[src/hw/vec_issue_pkg.sv]
`default_nettype none

package vec_issue_pkg;

	////////////////////////////////////////
	// Default sizing, overridden from the top
	////////////////////////////////////////
	localparam int CONVOY_DEPTH_DEF = 8;   // Entries per convoy
	localparam int SLOT_W_DEF       = 3;   // Width of a slot index
	localparam int RELEASE_GAP_DEF  = 3;   // Extra freeze cycles after exu_done

	////////////////////////////////////////
	// Encodings
	////////////////////////////////////////
	// Major opcodes of the vector instructions handled here
	typedef enum logic [6:0] {
		OP_VLOAD  = 7'b0000111,    // Unit-stride load
		OP_VSTORE = 7'b0100111,    // Unit-stride store
		OP_VARITH = 7'b1010111     // OP-V arithmetic
	} vec_opcode_e;

	typedef enum logic [1:0] {UOP_ARITH, UOP_LOAD, UOP_STORE} uop_kind_e;

	// Second ALU source, picked from funct3 for arithmetic
	typedef enum logic [1:0] {SRC_VV, SRC_VX, SRC_VI} src_sel_e;

	typedef enum logic [1:0] {S_IDLE, S_COLLECT, S_DRAIN, S_RELEASE} ctrl_state_e;

	////////////////////////////////////////
	// Records
	////////////////////////////////////////
	// One decoded vector instruction, 32 bits
	typedef struct packed {
		logic [5:0]  spare;        // Always zero, pads the record to a word
		uop_kind_e   kind;
		logic [5:0]  funct6;       // instr[31:26]
		logic        mask_en;      // Inverse of vm
		logic [4:0]  vs2;          // instr[24:20]
		logic [4:0]  vs1_rs1;      // vs1, rs1 or uimm5, by src_sel
		src_sel_e    src_sel;
		logic [4:0]  vd;           // instr[11:7]
	} vec_uop_t;

	// Item handed to the execution unit, 67 bits
	typedef struct packed {
		vec_uop_t              uop;
		logic [31:0]           rs1_value;   // Scalar operand read at dispatch
		logic [SLOT_W_DEF-1:0] slot;        // Position inside the convoy
	} vec_issue_t;

endpackage

`default_nettype wire

[src/hw/vec_decoder.sv]
`timescale 1ns/1ps
`default_nettype none

module vec_decoder (
	input  wire logic [31:0]        instr,
	output logic                    is_vector,
	output vec_issue_pkg::vec_uop_t uop
);
	import vec_issue_pkg::*;

	logic [6:0] opcode;    // Major opcode field
	logic [2:0] funct3;    // Operand form for OP-V

	assign opcode = instr[6:0];
	assign funct3 = instr[14:12];

	always_comb begin
		// Field slicing is common to all three vector forms
		uop         = '0;
		uop.funct6  = instr[31:26];
		uop.mask_en = ~instr[25];          // vm low means masked
		uop.vs2     = instr[24:20];
		uop.vs1_rs1 = instr[19:15];
		uop.vd      = instr[11:7];
		uop.kind    = UOP_ARITH;
		uop.src_sel = SRC_VX;              // Memory ops take the base from rs1
		is_vector   = 1'b0;

		case (opcode)
			OP_VLOAD: begin
				is_vector = 1'b1;
				uop.kind  = UOP_LOAD;
			end
			OP_VSTORE: begin
				is_vector = 1'b1;
				uop.kind  = UOP_STORE;
			end
			OP_VARITH: begin
				// Only the three listed forms belong to the vector unit
				case (funct3)
					3'b000: begin
						is_vector   = 1'b1;
						uop.src_sel = SRC_VV;    // vs1 register
					end
					3'b100: begin
						is_vector   = 1'b1;
						uop.src_sel = SRC_VX;    // Scalar rs1
					end
					3'b011: begin
						is_vector   = 1'b1;
						uop.src_sel = SRC_VI;    // uimm5 in the vs1 field
					end
					default: ;                   // Left to the scalar pipe
				endcase
			end
			default: ;                           // Scalar instruction
		endcase
	end

endmodule

`default_nettype wire

[src/hw/convoy_buffer.sv]
`timescale 1ns/1ps
`default_nettype none

module convoy_buffer #(
	parameter int CONVOY_DEPTH = vec_issue_pkg::CONVOY_DEPTH_DEF,
	parameter int SLOT_W       = vec_issue_pkg::SLOT_W_DEF
) (
	input  wire logic                    clk,
	input  wire logic                    reset,
	input  wire logic                    wr_en,
	input  wire vec_issue_pkg::vec_uop_t wr_uop,
	input  wire logic                    clear,
	input  wire logic [SLOT_W-1:0]       rd_slot,
	output vec_issue_pkg::vec_uop_t      rd_uop,
	output logic [SLOT_W:0]              count,
	output logic                         full
);
	import vec_issue_pkg::*;

	localparam logic [SLOT_W:0] DEPTH_C = (SLOT_W + 1)'(CONVOY_DEPTH);

	vec_uop_t mem [CONVOY_DEPTH];    // Convoy record

	////////////////////////////////////////
	// Fill count
	////////////////////////////////////////
	always_ff @(posedge clk or posedge reset) begin
		if (reset) begin
			count <= '0;
		end else if (clear) begin
			count <= '0;                 // Flush or end of release
		end else if (wr_en) begin
			count <= count + 1'b1;
		end
	end

	// High once the record holds CONVOY_DEPTH entries,
	// including the entry landing on this edge
	assign full = (count == DEPTH_C) || (wr_en && (count == DEPTH_C - 1'b1));

	////////////////////////////////////////
	// Storage
	////////////////////////////////////////
	always_ff @(posedge clk) begin
		if (wr_en) begin
			mem[count[SLOT_W-1:0]] <= wr_uop;    // Next free slot
		end
	end

	assign rd_uop = mem[rd_slot];    // Dispatcher read, combinational

	// Control must stop fetch before the record overflows
	a_no_write_when_full: assert property (
		@(posedge clk) disable iff (reset)
		(count == DEPTH_C) |-> !wr_en
	) else $error("convoy_buffer: write into a full record");

endmodule

`default_nettype wire

[src/hw/convoy_control.sv]
`timescale 1ns/1ps
`default_nettype none

module convoy_control #(
	parameter int RELEASE_GAP = vec_issue_pkg::RELEASE_GAP_DEF
) (
	input  wire logic clk,
	input  wire logic reset,
	input  wire logic instr_valid,
	input  wire logic is_vector,
	input  wire logic branch_taken,
	input  wire logic full,
	input  wire logic drain_done,
	input  wire logic exu_done,
	output logic      instr_ready,
	output logic      wr_en,
	output logic      clear,
	output logic      drain_start,
	output logic      freeze
);
	import vec_issue_pkg::*;

	localparam int               GAP_W   = $clog2(RELEASE_GAP + 2);
	localparam logic [GAP_W-1:0] GAP_END = GAP_W'(RELEASE_GAP);

	ctrl_state_e      state;
	ctrl_state_e      state_n;
	logic             accept;     // Fetch handshake this cycle
	logic             flush;      // Branch discards the convoy
	logic             gap_run;    // exu_done seen, counting the gap
	logic             gap_end;    // Last cycle of the freeze
	logic [GAP_W-1:0] gap_cnt;

	////////////////////////////////////////
	// Handshake and strobes
	////////////////////////////////////////
	assign instr_ready = (state == S_IDLE) || (state == S_COLLECT);    // State only
	assign freeze      = (state == S_DRAIN) || (state == S_RELEASE);
	assign accept      = instr_valid && instr_ready;
	assign flush       = (state == S_COLLECT) && branch_taken;
	assign wr_en       = accept && is_vector && !flush;    // Branch wins over the write
	assign gap_end     = (state == S_RELEASE) && gap_run && (gap_cnt == GAP_END);
	assign clear       = flush || gap_end;

	////////////////////////////////////////
	// Next state
	////////////////////////////////////////
	always_comb begin
		state_n = state;
		case (state)
			S_IDLE: begin
				// Scalar instructions pass through untouched
				if (wr_en) begin
					state_n = full ? S_DRAIN : S_COLLECT;
				end
			end
			S_COLLECT: begin
				if (flush) begin
					state_n = S_IDLE;
				end else if (accept && (!is_vector || full)) begin
					state_n = S_DRAIN;     // Scalar interruption or record full
				end
			end
			S_DRAIN: begin
				if (drain_done) begin
					state_n = S_RELEASE;
				end
			end
			S_RELEASE: begin
				if (gap_end) begin
					state_n = S_IDLE;
				end
			end
			default: state_n = S_IDLE;
		endcase
	end

	always_ff @(posedge clk or posedge reset) begin
		if (reset) begin
			state       <= S_IDLE;
			drain_start <= 1'b0;
			gap_run     <= 1'b0;
			gap_cnt     <= '0;
		end else begin
			state       <= state_n;
			drain_start <= (state_n == S_DRAIN) && (state != S_DRAIN);    // Entry pulse
			// Gap counter starts on the first exu_done in S_RELEASE
			if ((state != S_RELEASE) || gap_end) begin
				gap_run <= 1'b0;
				gap_cnt <= '0;
			end else if (!gap_run) begin
				gap_run <= exu_done;
			end else begin
				gap_cnt <= gap_cnt + 1'b1;
			end
		end
	end

	// Freeze holds RELEASE_GAP+1 cycles past the sampled exu_done, then fetch opens
	a_release_gap: assert property (
		@(posedge clk) disable iff (reset)
		((state == S_RELEASE) && !gap_run && exu_done)
			|-> ##(RELEASE_GAP + 1) freeze ##1 (!freeze && instr_ready)
	) else $error("convoy_control: freeze not released after the gap");

endmodule

`default_nettype wire

[src/hw/vec_dispatch.sv]
`timescale 1ns/1ps
`default_nettype none

module vec_dispatch #(
	parameter int SLOT_W = vec_issue_pkg::SLOT_W_DEF
) (
	input  wire logic                    clk,
	input  wire logic                    reset,
	input  wire logic                    drain_start,
	input  wire logic [SLOT_W:0]         count,
	input  wire vec_issue_pkg::vec_uop_t rd_uop,
	input  wire logic [31:0]             rs1_data,
	output logic [SLOT_W-1:0]            rd_slot,
	output logic [4:0]                   rs1_sel,
	input  wire logic                    exu_ready,
	output logic                         exu_valid,
	output vec_issue_pkg::vec_issue_t    exu_item,
	output logic                         drain_done
);
	import vec_issue_pkg::*;

	logic [SLOT_W:0] ptr;          // Next entry to load
	logic            xfer;         // Handshake on the execution port
	logic            more;         // Entries left behind the one on the port
	logic            load;         // Output stage takes a new entry
	vec_issue_t      next_item;

	assign rd_slot = ptr[SLOT_W-1:0];
	assign rs1_sel = rd_uop.vs1_rs1;    // Register file answers in the same cycle
	assign xfer    = exu_valid && exu_ready;
	assign more    = (ptr != count);
	assign load    = drain_start || (xfer && more);

	// Item assembled from the record and the scalar read
	always_comb begin
		next_item.uop       = rd_uop;
		next_item.rs1_value = rs1_data;
		next_item.slot      = rd_slot;
	end

	////////////////////////////////////////
	// Output stage
	////////////////////////////////////////
	always_ff @(posedge clk or posedge reset) begin
		if (reset) begin
			exu_valid  <= 1'b0;
			ptr        <= '0;
			drain_done <= 1'b0;
		end else begin
			drain_done <= 1'b0;
			if (load) begin
				exu_valid <= 1'b1;         // Back to back when accepted
				ptr       <= ptr + 1'b1;
			end else if (xfer) begin
				exu_valid  <= 1'b0;        // Last entry gone
				ptr        <= '0;
				drain_done <= 1'b1;
			end
		end
	end

	// Payload only moves on a load, so it holds under back-pressure
	always_ff @(posedge clk) begin
		if (load) begin
			exu_item <= next_item;
		end
	end

	a_item_hold: assert property (
		@(posedge clk) disable iff (reset)
		(exu_valid && !exu_ready) |=> (exu_valid && $stable(exu_item))
	) else $error("vec_dispatch: exu_item changed while stalled");

endmodule

`default_nettype wire

[src/hw/vec_issue_top.sv]
`timescale 1ns/1ps
`default_nettype none

module vec_issue_top #(
	parameter int CONVOY_DEPTH = vec_issue_pkg::CONVOY_DEPTH_DEF,
	parameter int SLOT_W       = vec_issue_pkg::SLOT_W_DEF,
	parameter int RELEASE_GAP  = vec_issue_pkg::RELEASE_GAP_DEF
) (
	input  wire logic                 clk,
	input  wire logic                 reset,
	// Fetch side
	input  wire logic                 instr_valid,
	input  wire logic [31:0]          instr,
	output logic                      instr_ready,
	// Scalar pipeline
	output logic                      freeze,
	input  wire logic                 branch_taken,
	output logic [4:0]                rs1_sel,
	input  wire logic [31:0]          rs1_data,
	// Execution unit
	output logic                      exu_valid,
	output vec_issue_pkg::vec_issue_t exu_item,
	input  wire logic                 exu_ready,
	input  wire logic                 exu_done
);
	import vec_issue_pkg::*;

	logic              is_vector;
	vec_uop_t          dec_uop;      // Decoder to record
	vec_uop_t          rd_uop;       // Record to dispatcher
	logic              wr_en;
	logic              clear;
	logic              drain_start;
	logic              drain_done;
	logic              full;
	logic [SLOT_W:0]   count;
	logic [SLOT_W-1:0] rd_slot;

	vec_decoder u_decoder (
		.instr     (instr),
		.is_vector (is_vector),
		.uop       (dec_uop)
	);

	convoy_buffer #(
		.CONVOY_DEPTH (CONVOY_DEPTH),
		.SLOT_W       (SLOT_W)
	) u_buffer (
		.clk     (clk),
		.reset   (reset),
		.wr_en   (wr_en),
		.wr_uop  (dec_uop),
		.clear   (clear),
		.rd_slot (rd_slot),
		.rd_uop  (rd_uop),
		.count   (count),
		.full    (full)
	);

	convoy_control #(
		.RELEASE_GAP (RELEASE_GAP)
	) u_control (
		.clk          (clk),
		.reset        (reset),
		.instr_valid  (instr_valid),
		.is_vector    (is_vector),
		.branch_taken (branch_taken),
		.full         (full),
		.drain_done   (drain_done),
		.exu_done     (exu_done),
		.instr_ready  (instr_ready),
		.wr_en        (wr_en),
		.clear        (clear),
		.drain_start  (drain_start),
		.freeze       (freeze)
	);

	vec_dispatch #(
		.SLOT_W (SLOT_W)
	) u_dispatch (
		.clk         (clk),
		.reset       (reset),
		.drain_start (drain_start),
		.count       (count),
		.rd_uop      (rd_uop),
		.rs1_data    (rs1_data),
		.rd_slot     (rd_slot),
		.rs1_sel     (rs1_sel),
		.exu_ready   (exu_ready),
		.exu_valid   (exu_valid),
		.exu_item    (exu_item),
		.drain_done  (drain_done)
	);

endmodule

`default_nettype wire

[config.mk]
export PLATFORM = sky130hd
export DESIGN_NAME = vec_issue_top
export DESIGN_NICKNAME = d
export VERILOG_FILES = /design/src/hw/vec_issue_pkg.sv /design/src/hw/vec_decoder.sv /design/src/hw/convoy_buffer.sv /design/src/hw/convoy_control.sv /design/src/hw/vec_dispatch.sv /design/src/hw/vec_issue_top.sv
export SDC_FILE = /design/constraint.sdc
export NUM_CORES = 1
export LEC_CHECK = 0
export ABC_AREA = 1
export BUFFER_PORTS_ARGS = -buffer_cell sky130_fd_sc_hd__buf_2
export CAP_MARGIN = 15
export CELL_PAD_IN_SITES_DETAIL_PLACEMENT = 1
export CELL_PAD_IN_SITES_GLOBAL_PLACEMENT = 1
export CORE_MARGIN = 3
export CORE_UTILIZATION = 44
export CTS_BUF_LIST = sky130_fd_sc_hd__clkbuf_2 sky130_fd_sc_hd__clkbuf_4 sky130_fd_sc_hd__clkbuf_8
export DETAILED_ROUTE_END_ITERATION = 12
export PLACE_DENSITY_LB_ADDON = 0.1
export SYNTH_ARGS = -nofsm -noshare
export SYNTH_HDL_FRONTEND = slang
export SYNTH_HIERARCHICAL = 1
export SYNTH_SLANG_ARGS = --single-unit
[constraint.sdc]
create_clock -name clk -period 4.8 [get_ports clk]
set_input_delay 0.48 -clock clk [delete_from_list [all_inputs] [get_ports clk]]
set_output_delay 0.48 -clock clk [all_outputs]
set_load 0.03 [all_outputs]
# == Word level (Yosys, flattened, before mapping) ==
# Memory sizes are Yosys's and may differ from the RTL's.
# Cells that the tools add are included.
# totals
register_bits,84
ramBits,208
in_bits,70
out_inout_bits,75
wordCells,91
n_memories,1
# classes
n_addsub,3
n_eq_ne,15
muxes,26
bitwise_logic,1
n_reduce_logical,27
# memory_table
name,depth,word_bits,read_ports,rd_clocked_by_memory_dff,wr,line_no,source
u_buffer.mem,8,26,1,0,1,convoy_buffer.sv:22,vec_uop_t mem [CONVOY_DEPTH];
# ops
operator,count
4-bit 2-to-1 mux,4
2-bit 2-to-1 mux,7
1-bit logical AND,11
1-bit 2-to-1 mux,9
"4-bit by 1-bit adder with 4-bit output, second input constant",2
2-bit case mux with 2 select lines,2
2-bit case mux with 4 select lines,1
"7-bit by 3-bit == test with 1-bit output, second input constant",1
"7-bit by 6-bit == test with 1-bit output, second input constant",1
"7-bit == test, second input constant",1
1-bit logical OR,7
"2-bit == test, second input constant",3
"3-bit by 2-bit == test with 1-bit output, second input constant",2
3-bit 2-to-1 mux,2
2-bit nonzero test,3
"4-bit by 3-bit == test with 1-bit output, second input constant",1
"4-bit == test, second input constant",1
"2-bit inequality test, second input constant",2
4-bit inequality test,1
"3-bit by 1-bit adder with 3-bit output, second input constant",1
"3-bit == test, second input constant",1
3-bit logical NOT,1
3-bit OR reduction,1
"2-bit by 1-bit == test with 1-bit output, second input constant",1
5 further kinds,6

# == Longest topological paths before layout ==
# Gate-level depths: netlist (run 1).
# depth
depth_word,15
mapped_depth,17
mapped_depth_nobuf,17

# == By module ==
# Netlist (run 1), hierarchy kept.
# by_module_without_submodules
module,instances,cells_per_inst,area_per_inst_um2,seq_area_each_um2
convoy_buffer,1,1147,11434.7,7787.5
vec_dispatch,1,123,2427.3,2162.1
convoy_control,1,64,437.9,175.2
vec_decoder,1,53,325.3,0.0

# == Worst setup path after synthesis (run 1) ==
# OpenSTA, ideal clock, no wires.
# synth_timing
kind,reg2reg
startpoint,register u_dispatch.ptr[0]
endpoint,register u_dispatch/exu_item[0] (netlist name)
setup_ns,0.532
arrival_time_ns,4.309
required_time_ns,4.268
setup_slack_ns,-0.041
stages_incl_launch_ff,6
n_path_buf,0
period_less_slack_ns,4.841
cell_sequence,dfrtp_1 > inv_2 > nand2_1 > nand2_1 > nor2_2 > a31oi_1
# synth_between
elab_chain_cells,3
# synth_lines
element,line_no,source
"start, declared",vec_dispatch.sv:22,logic [SLOT_W:0] ptr;
"start signal, assigned",vec_dispatch.sv:53,ptr <= ptr + 1'b1;
4-bit inequality test,vec_dispatch.sv:31,assign more = (ptr != count);
1-bit logical AND,vec_dispatch.sv:32,assign load = drain_start || (xfer && more);
1-bit logical OR,vec_dispatch.sv:32,
via u_dispatch.load,vec_dispatch.sv:25,logic load;
# The timed path passes the listed nets, and every way through them passes these cells.
# A chain may end at the register's enable or synchronous reset.

# == Worst setup path after layout (run 1) ==
# layout_timing
startpoint,register u_dispatch.ptr[0]
endpoint,output port rs1_sel[3]
# layout_between
elab_chain_cells,1
# layout_lines
element,line_no,source
memory 8 x 26 bit,n/a,
"end, declared",vec_issue_top.sv:18,"output logic [4:0] rs1_sel,"
# No other way between the ends.

==> run metrics, run 1 <==
status completed; count of final setup violators 0; Hold Slack 0.0638 ns; DP Wirelength roughly 21000 um; Initial Utilization 0.448; Fmax achieved roughly 300 MHz; crit path time final 3.30 ns; Peak VDD IR 279 uV; Avg Cell Area, Syn 10.5 um2; PD cells 536 nW/um2; Reg2Reg Setup Slack around 2.1 ns; worst skew pair latency between 0.5 and 0.6 ns; first-pass GRT wire length 55000 um; Logic pwr share 0.294; cell type with the largest total area after synthesis edfxtp_1; sequential share of the synthesized area 0.692; Final Total Pwr between 0.008 and 0.009 W; total track usage 0.197; Worst-path clk slew 0.06 ns; area share of the largest cell type after synthesis 0.663; Die Footprint roughly 35000 um2; synthesized instance count 1387; mapped cell area 14600 um2; Post-synth EDFFs 323; FP Rows 66; # DRC 0; largest net degree at the start of global routing 75; synth warn 6; clk root buf clkbuf_8; Max-cap violations 0; Required @ worst endpoint 4.32 ns; Critical Path Fanout Max 74; Overflow after GRT 0; reg2reg end u_buffer/mem[7][26]; Longest Clk Path Bufs 3; Port Buf Inserts about 140; clock share of power 0.281; share of layout cells above drive strength 1 0.179; crit end category primary output; H-tree levels 2; LEAKAGE approximately 7.5 nW; Final Max Slew Viols 0; Max-slew headroom 0.213; end of the critical path rs1_sel[3]; Synth area leaders edfxtp_1, nand2_1, inv_1; Net Switching 0.00330 W; Final TNS setup 0 ns; Worst Hold Class input pin to flop; Distinct cells, synth 27; initial antenna violation count 0; DRT Pass-1 Iters 4; switching share of power 0.367; CTS buffer count 58; CP Class flop to primary output; ys flop type edfxtp_1; Post-layout nets 1602; Worst Tran Pin Value 1.18 ns; Sequential Power Share 0.426; CORE AREA between 30000 and 40000 um2; DR vias/cell 4.74; most frequent cell after synthesis nand2_1; CTS tree done; die height 188 um; Layout fillers approximately 3600; CP startpoint u_dispatch/ptr[0]; part of the cycle the worst path needs 0.687; Setup Buffers After CTS 0; Hold Vio Cnt, Final 0; WL/cell between 15 and 20 um; I/O pin cnt roughly 150; CP Launch Type flop; DRT antenna net count 0; RSZ-0062 raised after global routing false; drt first-iter violations 451; gpl congestion 0.761; reg-to-reg startpoint u_control/state[1]; Reg2Reg Depth 6; FFs w/ async S/R, synth 0.0500; CTS sink cnt 340; Final Core Density 0.514; number of global-route vias before repair 10367; Layout area overhead 14.6%; synthesized flop and latch total 340; DR vias around 9600; skew final 0.0156 ns; arrival time at the worst endpoint 2.82 ns; synth cell count leaders nand2_1, edfxtp_1, inv_1; Die Wd approximately 190 um; P_int approximately 0.0057 W; Detailed Route WL between 30000 and 40000 um
==> through the flow <==
stage          worst slack, ns  std cells  cell area [um2]
6_report                  1.50       2017            16800
5_1_grt                   1.22       2016            16800
4_1_cts                   1.39       2011            16600
3_5_place_dp              1.71       1903            15500
3_3_place_gp              1.76       1903            15500
2_1_floorplan             1.45       1392            14700
==> registers in the layout, indices dropped and copies added, names as in the netlist <==
signal / cells
u_control/state: 2
u_control/gap_cnt: 3
u_dispatch/exu_valid: 1
u_control/gap_run: 1
u_buffer/count: 4
u_control/drain_start: 1
u_buffer/mem: 256
u_dispatch/drain_done: 1
u_dispatch/ptr: 4
u_dispatch/exu_item: 67
==> cells by family after synthesis <==
| group | synth area share |
|---|---|
| XOR/XNOR | 0.00180 |
| AND/OR/NAND/NOR | 0.183 |
| buffers and inverters | 0.114 |
| adder cells (fa/ha/maj) | 0.00428 |
| other | 0.000256 |
| flip-flops | 0.692 |
| AO/OA/AOI/OAI | 0.00462 |
==> timing repair <==
action	CTS	global route
endpoints found under the setup margin	0	0
hold buffers	1	0
resized for setup	0	0
endpoints found under the hold margin	17	0
==> worst max-delay path, stage by stage, from the launching register on <==
cell and delay, ns:
dfrtp_4 0.99, inv_4 0.50, nand2_1 0.16, nand3_1 0.08
nand2_1 0.09, nand2_1 0.07, nand2_1 0.11, buf_2 0.20
==> routing by layer <==
| metal | share of wire | global-route usage | vias up |
|---|---|---|---|
| li1 | - | - | 4599 |
| met1 | 0.44 | 0.248 | 4730 |
| met2 | 0.51 | 0.350 | 184 |
| met3 | 0.040 | 0.0350 | 53 |
| met4 | 0.019 | 0.0556 | 0 |
| met5 | 0 | 0 | - |
==> cell type report <==
type                       count  area, um2  area share
clock buffer                  84       1000      0.0597
clock inverter                23        121     0.00724
sequential                   340      10100       0.605
timing repair buffer         159        926      0.0553
tap                          442        553      0.0330
antenna                        1       2.50    0.000149
multi-input combinational    676       2930       0.175
inverter                     292       1100      0.0656
==> how the worst min path moves through the flow <==
stage                  from                       to  cells after the start
2_1_floorplan         reset        u_buffer/count[0]                      1
5_1_grt         rs1_data[0]   u_dispatch/exu_item[3]                      1
6_report        rs1_data[5]   u_dispatch/exu_item[8]                      1
3_5_place_dp          reset        u_buffer/count[3]                      2
4_1_cts        rs1_data[29]  u_dispatch/exu_item[32]                      1
3_3_place_gp          reset        u_buffer/count[0]                      2
==> cell usage in the layout (no fill, tap or decap), types with 7 or more instances in the layout <==
| cell | instances |
|---|---|
| nand2_1 | 465 |
| edfxtp_1 | 323 |
| inv_1 | 284 |
| buf_2 | 144 |
| nand3_1 | 141 |
| clkbuf_8 | 59 |
| clkbuf_4 | 25 |
| nor2_1 | 21 |
| clkinv_1 | 18 |
| dfrtp_1 | 14 |
| nor2_4 | 10 |
| buf_4 | 8 |
| o21ai_0 | 7 |
==> power groups by stage <==
stage | combinational [W] | sequential [W] | clock, W
after floorplan | 0.00161 | 0.00424 | 0
after global placement | 0.00262 | 0.00389 | 0
after detailed placement | 0.00267 | 0.00389 | 0
after CTS | 0.00268 | 0.00383 | 0.00261
after global routing | 0.00293 | 0.00387 | 0.00274
final | 0.00264 | 0.00383 | 0.00252
No activity file was read; power rests on OpenSTA's default activity.
==> run 2: changes to the inputs <==
--- a/config.mk
+++ b/config.mk
@@ -11,7 +11,7 @@
 export CELL_PAD_IN_SITES_DETAIL_PLACEMENT = 1
 export CELL_PAD_IN_SITES_GLOBAL_PLACEMENT = 1
 export CORE_MARGIN = 3
-export CORE_UTILIZATION = 44
+export CORE_UTILIZATION = 45
 export CTS_BUF_LIST = sky130_fd_sc_hd__clkbuf_2 sky130_fd_sc_hd__clkbuf_4 sky130_fd_sc_hd__clkbuf_8
 export DETAILED_ROUTE_END_ITERATION = 12
 export PLACE_DENSITY_LB_ADDON = 0.1
==> constraint.sdc (replaced) <==
create_clock -name clk -period 3.15 [get_ports clk]
set_input_delay 0.315 -clock clk [delete_from_list [all_inputs] [get_ports clk]]
set_output_delay 0.315 -clock clk [all_outputs]
set_load 0.03 [all_outputs]
==> run 2 against run 1 <==
Global-route usage is 1.2 points higher; via count increased by 2.4%; non-clock buffer count is 61 higher; sequential power rose by 49%; power increased by 53%; critical path depth unchanged; register-to-register slack lost 1.3 ns; combinational power rose by 64%; final cell count grew 2.1%; setup slack lost 1.0 ns; wire length up 2.9%; utilization up 3.0 points.
==> run metrics, run 2 (synthesis results as in run 1) <==
Longest Clk Path Bufs 3 (unchanged); CP Launch Type flop (unchanged); RSZ-0062 raised after global routing false (unchanged); share of layout cells above drive strength 1 0.178 (was 0.179); H-tree levels 2 (unchanged); CORE AREA 31800 um2 (was 32600 um2); reg-to-reg startpoint u_control/state[1] (unchanged); Die Footprint 34700 um2 (was 35500 um2); skew final 0.0337 ns (was 0.0156 ns); PD cells 796 nW/um2 (was 536 nW/um2); drt first-iter violations 556 (was 451); DR vias 9797 (was 9566); first-pass GRT wire length 55900 um (was 55000 um); most frequent cells in the layout nand2_1, edfxtp_1, inv_1 (unchanged); initial antenna violation count 1 (was 0); die height 186 um (was 188 um); Die Wd 186 um (was 188 um); arrival time at the worst endpoint 2.34 ns (was 2.82 ns); Post-layout nets 1663 (was 1602); Peak VDD IR 867 uV (was 279 uV); Hold Vio Cnt, Final 0 (unchanged); DP Wirelength 20600 um (was 20800 um); DRT antenna net count 0 (unchanged); hold depth 1 (unchanged); Hold Slack 0.0377 ns (was 0.0638 ns); Critical Path Fanout Max 33 (was 74); # DRC 0 (unchanged); CTS tree done (unchanged); largest net degree at the start of global routing 130 (was 75); number of global-route vias before repair 10440 (was 10367); Fmax achieved 377 MHz; Worst Tran Pin Value 0.873 ns (was 1.18 ns); Port Buf Inserts 144 (unchanged); crit path time final 2.65 ns; max incr delay on CP 0.48 ns (was 0.99 ns); slowest CP cell clkinv_2 (was dfrtp_4); DRT Pass-1 Iters 5 (was 4); Detailed Route WL 35700 um (was 34600 um); Layout fillers 3522 (was 3621); Reg2Reg Setup Slack 0.84 ns (was 2.09 ns); LEAKAGE 7.78 nW (was 7.54 nW); Max-slew headroom 0.418 (was 0.213); Overflow after GRT 0 (unchanged); crit path cell chain clkinv_2 -> nand2_1 -> nand3_1 -> nand2_1 -> nand2_1 -> nand2_1 -> buf_2 (was inv_4 -> nand2_1 -> nand3_1 -> nand2_1 -> nand2_1 -> nand2_1 -> buf_2); Initial Utilization 0.460 (was 0.448); count of final setup violators 0 (unchanged); part of the cycle the worst path needs 0.842; FP Rows 65 (was 66); WL/cell 17.3 um (was 17.2 um); CP top delay family buffers and inverters (was flip-flops); crit end category primary output (unchanged); Required @ worst endpoint 2.83 ns (was 4.32 ns); gpl congestion 0.750 (was 0.761); Reg area 10100 um2 (about the same); I/O pin cnt 145 (unchanged); CTS buffer count 58 (unchanged); hold_sp instr[21] (was rs1_data[5]); reg2reg end u_buffer/mem[5][31] (was u_buffer/mem[7][26]); Max-cap violations 0 (unchanged); Reg2Reg Depth 7 (was 6); hold endpoint u_buffer/mem[6][13] (was u_dispatch/exu_item[8]); total track usage 0.209 (was 0.197); Layout area overhead 18.3% (was 14.6%); clk root buf clkbuf_8 (unchanged); Final Max Slew Viols 0 (unchanged); DR vias/cell 4.76 (was 4.74); worst skew pair latency 0.61 ns (was 0.59 ns); status completed (unchanged); most used cell along the critical path nand2_1 (unchanged); most common cell after layout, fill and taps aside nand2_1 (unchanged); multi-input logic area 2930 um2 (unchanged); Worst-path clk slew 0.07 ns (was 0.06 ns); Worst Hold Class input pin to flop (unchanged); Final TNS setup 0 ns (unchanged); max FFs per register 256 (unchanged); CTS sink cnt 340 (unchanged); CP Class flop to primary output (unchanged); buffers plus inverters on the worst setup path 2 (unchanged)
-- run 2: cell count changes in the layout (fill, tap and decap cells not counted), sizes merged --
| cell | before | now |
|---|---|---|
| clkinv | 22 | 12 |
| buf | 158 | 168 |
| bufinv | 1 | 0 |
| dlygate4sd3 | 1 | 52 |
| clkbuf | 84 | 83 |
| inv | 291 | 292 |
-- run 2: final cells by class --
class / instances / share of cell area
multi-input combinational: 676 / 0.169
clock buffer: 83 / 0.0577
clock inverter: 13 / 0.00369
timing repair buffer: 220 / 0.0887
sequential: 340 / 0.586
tap: 435 / 0.0315
inverter: 292 / 0.0634
antenna: 1 / 0.000145
-- run 2: where the power goes --
| part | internal (W) | switching [W] | leakage, nW | total, W |
|---|---|---|---|---|
| registers | 0.00554 | 0.000158 | 3.20 | 0.00570 |
| clock network | 0.00201 | 0.00172 | 0.568 | 0.00373 |
| logic | 0.00116 | 0.00317 | 4.01 | 0.00433 |
-- run 2: worst max-delay path by stage --
stage / cells after the start / from / slack, ns / end
final: 7 / u_dispatch/ptr[0] / 0.50 / rs1_sel[4]
after global routing: 7 / u_dispatch/ptr[0] / 0.31 / rs1_sel[3]
after CTS: 7 / u_dispatch/ptr[0] / 0.43 / rs1_sel[1]
after detailed placement: 11 / instr[5] / 0.57 / u_buffer/mem[5][13]
after global placement: 11 / instr[3] / 0.67 / u_buffer/mem[5][14]
after floorplan: 5 / u_control/state[1] / 0.25 / u_buffer/mem[7][0]
-- run 2: metrics by stage --
step | cell area [um2] | cells | setup WS, ns | total power (W) | util
after CTS | 17300 | 2059 | 0.432 | 0.0139 | 0.544
after floorplan | 14700 | 1392 | 0.250 | 0.00891 | -
after global placement | 15700 | 1911 | 0.666 | 0.0100 | 0.494
after detailed placement | 15700 | 1911 | 0.568 | 0.0101 | 0.494
after global routing | 17300 | 2060 | 0.309 | 0.0146 | 0.544
final | 17300 | 2060 | 0.497 | 0.0138 | 0.544
-- run 2: what timing repair did --
item | in CTS | in global routing
setup buffers | 0 | 0
hold buffers | 52 | 0
endpoints found under the hold margin | 194 | 0
setup endpoints to repair | 0 | 0
gates resized for setup | 0 | 0
-- run 2: metal layers --
metal,global-route usage,share of wire
met2,0.374,0.52
met3,0.0331,0.038
met1,0.264,0.43
met4,0.0584,0.017
met5,0,0
